`src/logic/coherence_pkg.sv`:
```
`default_nettype none

package coherence_pkg;

    localparam int ADDR_W = 32;
    localparam int LINE_W = 128;

    typedef logic [ADDR_W-1:0] addr_t; // byte address
    typedef logic [LINE_W-1:0] line_t; // one cache line

    // controller states
    typedef enum logic [3:0] {
        ST_IDLE,
        ST_MISS,        // probe the peers
        ST_WAIT,
        ST_WAIT2,       // peer answer or L2 fill
        ST_INVALIDATE,
        ST_REPL_DELAY,  // capture write-back line
        ST_REPLACEMENT,
        ST_WB_L2,       // peer line back to L2
        ST_DELAY        // requester drops its level here
    } cu_state_e;

endpackage

`default_nettype wire

```
`src/logic/snoop_response_select.sv`:
```
`timescale 1ns/1ps
`default_nettype none

module snoop_response_select #(
    parameter int NUM_CORES = 4,
    localparam int ID_W = $clog2(NUM_CORES)
) (
    input  logic                                   [NUM_CORES-1:0] snoop_ready_i,
    input  coherence_pkg::line_t [NUM_CORES-1:0]                   snoop_line_i,
    output logic                                                   snoop_hit_o,
    output coherence_pkg::line_t                                   snoop_line_o
);

    logic [ID_W-1:0] snoop_id;

    // lowest answering peer
    always_comb begin
        snoop_id = '0;
        for (int c = NUM_CORES - 1; c >= 0; c--) begin
            if (snoop_ready_i[c]) begin
                snoop_id = ID_W'(c);
            end
        end
    end

    assign snoop_hit_o  = |snoop_ready_i;
    assign snoop_line_o = snoop_hit_o ? snoop_line_i[snoop_id] : '0;

endmodule

`default_nettype wire

```
`config.mk`:
```
export PLATFORM = sky130hd
export DESIGN_NAME = snoop_response_select
export DESIGN_NICKNAME = d
export VERILOG_FILES = /design/src/logic/coherence_pkg.sv /design/src/logic/snoop_response_select.sv
export SDC_FILE = /design/constraint.sdc
export NUM_CORES = 1
export LEC_CHECK = 0
export ABC_AREA = 1
export BUFFER_PORTS_ARGS = -buffer_cell sky130_fd_sc_hd__buf_2
export CORE_AREA = 8 8 247 249
export DETAILED_ROUTE_END_ITERATION = 12
export DIE_AREA = 0 0 255 257
export GPL_TIMING_DRIVEN = 0
export PLACE_DENSITY = 0.41
export SYNTH_ARGS = -nofsm -noshare
export SYNTH_HDL_FRONTEND = slang
export SYNTH_SLANG_ARGS = --single-unit
export TNS_END_PERCENT = 1
```
`constraint.sdc`:
```
create_clock -name vclk -period 1.01
set_input_delay 0 -clock vclk [all_inputs]
set_output_delay 0 -clock vclk [all_outputs]
set_load 0.03 [all_outputs]
```
==> flow_summary.ini <==
[synth]
syn_nets = 1934
yosys_warnings = 0
postSynthAreaPerCell_um2 = 4.63
syn_area_um2 = 6560
synthCells = 1418
synth_seq_area_share_pct = 0
synth_cell_type_count = 11

[run_status]
violations = setup timing
status = finished with violations

[floorplan]
design.die.area_um2 = 65500
start_util_pct = 11.5
io_pins = 645
core_um2 = 57000
die_x_um = 255
fp-row-count = 88
die_h_um = 257

[final_layout]
clock_buffers = 0
drive_above_1_share_pct = 43.8
design.seq.count = 0
fin_cells = 2844
flow.area_growth_from_synthesis_pct = 94.4
final_area_um2 = 12800
regArea_um2 = 0
final_nets = 2591

[critical_path]
worstSetupEndpointType = output port
cpMostUsedCell = buf_6
worstSetupPathType = input port to output port
cpLargestDelayFamily = buffers and inverters
arrival_ns = 1.43
worst-endpoint-required_ns = 1.01
critical_path_buf_inv_count = 6
cp_slowest_stage_delay_ns = 0.23
critical-path-slowest-cell = a21oi_2
crit_chain = buf_6 -> inv_4 -> nand2_4 -> nand2_8 -> buf_12 -> clkbuf_16 -> buf_2 -> nand3b_1 -> nand3_2 -> a21oi_2 -> buf_6
path_max_fanout = 10
timing.critical_path.from_type = input port

[placement]
io_buffers = 645
placed_cell_area_um2 = 10900
place_congestion = 0.908
place_inst = 2828
dp_hpwl_mm = 46.3

[flow_run]
maxCapViolations = 0

[timing]
tns_ns = -38.43
timing.final.ws_setup_ns = -0.417
finalMaxSlewViolations = 0
fmax_mhz = 701
rsz0062_at_grt = true
hold_violations = 0
slew-limit-headroom_pct = 61.6
fin_crit_ns = 1.43
layout_worst_path_cycle_share_pct = 141
finalSetupViolations = 129
hold_slack_ns = 0.438
worstMarginPinSlew_ns = 0.576

[route]
drc = 0
routedWlPerCell_um = 19.9
postRouteAntennaNets = 0
vias = 11551
first_pass_iters = 5
initialDrtViolationCount = 663
wl_mm = 56.6
viasPerCell = 4.06

[pwr]
p_per_area_nw_per_um2 = 600
irDropWorstVdd_mv = 0.294
p_leak_nw = 7.54

[global_route]
grt_max_degree = 11
antenna_found_initial = 12
grt_pass1_vias = 11685
grt-ovfl-total = 0
grt_pass1_wl_mm = 79.4
grtUsageTotal_pct = 16.0

[clock_tree]
ctsHoldBuffers = 0

[worst_hold_path]
hp-class = input port to output port
==> routing by layer <==
layer | track usage [%] | part of all wire [%]
met4 | 2.86 | 2.3
met5 | 0 | 0.11
met3 | 2.89 | 7.5
met2 | 27.9 | 48
met1 | 20.4 | 42
==> worst paths after layout <==
| kind | start | to | slack [ns] | cells past startpoint |
|---|---|---|---|---|
| hold / removal | snoop_line_i[320] | snoop_line_o[64] | 0.44 | 6 |
| setup / recovery | snoop_ready_i[2] | snoop_line_o[69] | -0.42 | 11 |
==> synthesized netlist by cell type, drive strengths merged <==
master    n  area share [%]
a21oi   128             9.8
buf     100             7.4
clkbuf   26             1.5
inv     390              22
nand2   260              15
nand3   385              29
nand3b  128              15
nor3      1           0.076
==> per-stage QoR <==
stage | power (mW) | worst slack [ns] | util, %
2_1_floorplan | 3.65 | -0.185 | -
3_3_place_gp | 6.35 | -1.53 | 19.0
3_5_place_dp | 6.33 | -1.61 | 19.0
4_1_cts | 7.45 | -0.444 | 21.7
5_1_grt | 8.23 | -0.453 | 22.3
6_report | 7.65 | -0.417 | 22.4
==> cell families (layout without fill, tap and decap cells) <==
family	Yosys count	after routing	synth area share, %
compound gates	128	128	9.77
buf+inv	516	1171	31.2
simple gates	774	774	59.0
other cells	0	6	0
==> cells in the final DEF (no fill, tap or decap), types with 6 or more instances in the layout <==
| master | n |
|---|---|
| buf_6 | 93 |
| clkbuf_2 | 13 |
| buf_4 | 93 |
| inv_1 | 386 |
| diode_2 | 6 |
| a21oi_1 | 42 |
| a21oi_4 | 7 |
| a21oi_2 | 79 |
| clkbuf_4 | 11 |
| nand3b_1 | 128 |
| nand3_4 | 6 |
| nand3_1 | 355 |
| buf_2 | 541 |
| buf_12 | 12 |
| buf_8 | 9 |
| nand2_1 | 253 |
| nand3_2 | 24 |
==> power breakdown <==
group | internal, mW | switching, mW
Combinational | 3.22 | 4.43
Clock | 0.000000646 | 0
Sequential | 0 | 0
Total | 3.22 | 4.43
==> cell type report <==
| type | instances | area (um^2) |
|---|---|---|
| timing repair buffer | 656 | 3980 |
| buffer | 125 | 1170 |
| multi-input combinational | 902 | 5140 |
| inverter | 390 | 1480 |
| fill | 6903 | 44300 |
| tap | 765 | 957 |
| antenna | 6 | 15.0 |
==> repair_timing <==
action | CTS | global route
gates cloned | 5 | 0
resized for setup | 422 | 112
buffers inserted | 6 | 0
pin swaps | 20 | 13
setup endpoints to repair | 129 | 129
Note: power is estimated with default switching activity, not from simulation.
