--- src/logic/request_arbiter.sv ---
`timescale 1ns/1ps
`default_nettype none

module request_arbiter #(
    parameter int NUM_CORES = 4,
    localparam int ID_W = $clog2(NUM_CORES)
) (
    input  logic                 clk_i,
    input  logic                 rst_i,
    input  logic                 capture_i,
    input  logic [NUM_CORES-1:0] miss_req_i,
    input  logic [NUM_CORES-1:0] shared_write_i,
    input  logic [NUM_CORES-1:0] replace_i,
    output logic                 any_miss_o,
    output logic                 any_inv_o,
    output logic                 any_wb_o,
    output logic [ID_W-1:0]      miss_id_o,
    output logic [ID_W-1:0]      inv_id_o,
    output logic [ID_W-1:0]      wb_id_o
);

    // lowest set bit wins, zero when the mask is empty
    function automatic logic [ID_W-1:0] lowest_index(input logic [NUM_CORES-1:0] mask);
        logic [ID_W-1:0] idx;
        idx = '0;
        for (int c = NUM_CORES - 1; c >= 0; c--) begin
            if (mask[c]) begin
                idx = ID_W'(c);
            end
        end
        return idx;
    endfunction

    logic [ID_W-1:0] miss_pick;
    logic [ID_W-1:0] inv_pick;
    logic [ID_W-1:0] wb_pick;

    assign miss_pick = lowest_index(miss_req_i);
    assign inv_pick  = lowest_index(shared_write_i);
    assign wb_pick   = lowest_index(replace_i);

    assign any_miss_o = |miss_req_i;
    assign any_inv_o  = |shared_write_i;
    assign any_wb_o   = |replace_i;

    // winners frozen once the controller leaves idle
    always_ff @(posedge clk_i) begin
        if (rst_i) begin
            miss_id_o <= '0;
            inv_id_o  <= '0;
            wb_id_o   <= '0;
        end else if (capture_i) begin
            miss_id_o <= miss_pick;
            inv_id_o  <= inv_pick;
            wb_id_o   <= wb_pick;
        end
    end

endmodule

`default_nettype wire

--- config.mk ---
export PLATFORM = sky130hd
export DESIGN_NAME = request_arbiter
export DESIGN_NICKNAME = d
export VERILOG_FILES = /design/src/logic/request_arbiter.sv
export SDC_FILE = /design/constraint.sdc
export NUM_CORES = 1
export LEC_CHECK = 0
export BUFFER_PORTS_ARGS = -buffer_cell sky130_fd_sc_hd__buf_2
export CAP_MARGIN = 20
export CORE_AREA = 2 2 39 41
export DETAILED_ROUTE_END_ITERATION = 16
export DIE_AREA = 0 0 41 43
export PLACE_DENSITY = 0.53
export SYNTH_ARGS = -nofsm -noshare
export SYNTH_HDL_FRONTEND = slang
export SYNTH_SLANG_ARGS = --single-unit
--- constraint.sdc ---
create_clock -name clk_i -period 0.8 [get_ports clk_i]
set_input_delay 0.04 -clock clk_i [delete_from_list [all_inputs] [get_ports clk_i]]
set_output_delay 0.04 -clock clk_i [all_outputs]
set_load 0.05 [all_outputs]
==> results.json <==
{
  "status": "complete, no violations",
  "wl_met3_microns": 70,
  "grt_pass1_vias": 291,
  "dp_cells": 78,
  "p_leak_nw": 0.2151,
  "ff2ff_path_depth": 2,
  "grt_pass1_wl_microns": 1035,
  "cp_slowest_stage_delay_ps": 330,
  "yosys-top-cells-area": "dfxtp_1 39%, nand2b_1 12%, nor2b_1 10%, a21oi_1 8.1%, nand3b_1 7.3%",
  "slew_viol_final": 0,
  "min_path_cells": 2,
  "antenna_cells": 0,
  "route.met2.wl_microns": 303,
  "final_nets": 82,
  "antenna_found_initial": 0,
  "hp-start": "rst_i",
  "synth_nets": 55,
  "fin_skew_ps": 0,
  "relSlewSlack_pct": 83.50,
  "hold_end": "miss_id_o[0]",
  "wl_met1_microns": 347,
  "design.core.area_sq_um": 1384,
  "path_cells": "buf_6",
  "cp-start-kind": "flop",
  "instances_no_fill": 81,
  "wirelength_microns": 720,
  "grt_usage_pct": 9.356,
  "slowest_stage": "dfxtp_2",
  "die_area_sq_um": 1763,
  "cts_setup_buffers": 0,
  "first_pass_iters": 2,
  "fmax_mhz": 1314,
  "insertion_delay_ps": 230,
  "tns_ps": 0,
  "grt_max_degree": 13,
  "critPathMaxFanout": 2,
  "cts_max_level": 1,
  "synth_async_sr_flop_share_pct": 0,
  "setup_viol": 0,
  "top_layer_used": "met3",
  "dp_slack_ps": 131.5,
  "required_ps": 760,
  "path_class": "flop to output port",
  "syn_area_per_cell_sq_um": 7.726,
  "ioPinCount": 24,
  "drive_gt1_share_pct": 50.77,
  "post-route-drc-count": 0,
  "path_buf_inv": 1,
  "yosys.area.top_type": "dfxtp_1",
  "numCtsBuffers": 3,
  "tightest_slew_ps": 249.3,
  "rsz0062_at_grt": "false",
  "postSynthCellCount": 40,
  "cts_sinks": 6,
  "detail-route-antenna-nets": 0,
  "rows": 14,
  "synth_edf_count": 0,
  "cts_tree": "done",
  "start_util_pct": 22.33,
  "clk_pin_slew_ps": 50,
  "crit_arrival_ps": 720,
  "vias": 336,
  "finalHoldViolCount": 0,
  "maxCapViolCount": 0,
  "p_per_area_nw_per_um2": 1544,
  "reg2reg_from": "inv_id_o[1]",
  "setup_slack_ps": 38.81,
  "synth.distinct_cells": 11,
  "dp_hpwl_microns": 573.8,
  "die_y_microns": 43,
  "dieWidth_microns": 41,
  "critPathCaptureType": "output port",
  "ys_ff_latch": 6,
  "drt_iter0_markers": 2,
  "avgViaCountPerCell": 4.148,
  "yosys_most_used_dff": "dfxtp_1",
  "min_period_over_period_pct": 95.15,
  "ir_drop_mv": 0.4365,
  "ys_top_cells_by_count": "6 x dfxtp_1, 6 x nand2b_1, 6 x nor2_1",
  "post_drt_wl_per_cell_microns": 8.889,
  "hold_path_class": "primary input to flop",
  "cts.path.max_buffers": 2,
  "areaGrowthSynthToFinish_pct": 63.16,
  "reg2reg_to": "inv_id_o[1]",
  "post-synth-top-area-fraction_pct": 38.87,
  "min_period_ps": 761.2,
  "port_buffers": 23,
  "grt.overflow.total": 0,
  "cts_root_buf": "clkbuf_4",
  "reg2reg_slack_ps": 230,
  "gp_congestion": 0.5907,
  "yosys_warnings": 0,
  "yosysSeqAreaShare_pct": 38.87,
  "syn_area_sq_um": 309.0,
  "critPathTopFamily": "flip-flops"
}
==> per-layer routing <==
| layer | global-route usage (%) | vias up |
|---|---|---|
| met5 | 0 | - |
| met4 | 10.00 | 0 |
| met3 | 3.141 | 0 |
| met2 | 12.19 | 18 |
| met1 | 10.68 | 135 |
| li1 | - | 183 |
==> registers in the layout (all words and copies together), names as in the netlist <==
register   count
inv_id_o       2
miss_id_o      2
wb_id_o        2
==> cell type report <==
type / instances / area, sq um
repair buffers: 23 / 152.6
clock buffers: 3 / 22.52
multi-input cells: 33 / 181.4
flip-flops and latches: 6 / 127.6
fillers: 151 / 879.6
well taps: 16 / 20.02
==> power breakdown <==
group          internal [mW]  switching (mW)
clock                  0.169           0.103
sequential             0.314         0.00795
combinational         0.0773           0.106
total                  0.561           0.217
==> logic make-up (layout without fill, tap and decap cells) <==
logic type,count (synthesis),in the layout,synth area share [%]
buf+inv,1,26,2.430
compound gates,9,9,15.79
flops,6,6,38.87
simple gates,24,24,42.92
==> stage by stage <==
stage	power, mW	area [sq um]	utilization [%]	hold WS, ps
floorplan	0.4330	316.6	-	95.08
global placement	0.4944	444.2	32.10	279.3
detailed placement	0.4958	444.2	32.10	277.1
CTS	0.7909	485.5	35.08	23.04
global route	0.8381	504.2	36.44	34.05
finish	0.7785	504.2	36.44	27.08
==> cells in the final DEF (no fill, tap or decap), drive strengths merged <==
cell	synthesis	final
a21oi	6	6
and2b	1	1
buf	1	23
clkbuf	0	3
dfxtp	6	6
nand2	3	3
nand2b	6	6
nand3b	3	3
nor2	6	6
nor2b	5	5
o21ai	3	3
==> worst max path at each step <==
stage,depth (start not counted),start,end,slack (ps)
after floorplan,2,miss_id_o[0],miss_id_o[0],60
after global placement,4,capture_i,miss_id_o[0],160
after detailed placement,4,capture_i,inv_id_o[0],130
after CTS,1,wb_id_o[1],wb_id_o[1],0.2
after global routing,1,miss_id_o[0],miss_id_o[0],2
final,1,wb_id_o[1],wb_id_o[1],40
==> timing repair <==
action	in CTS	in global routing
cloned	0	0
hold buffers	0	0
resized for setup	7	5
endpoints found under the setup margin	6	5
Power figures use the tool's default switching activity.
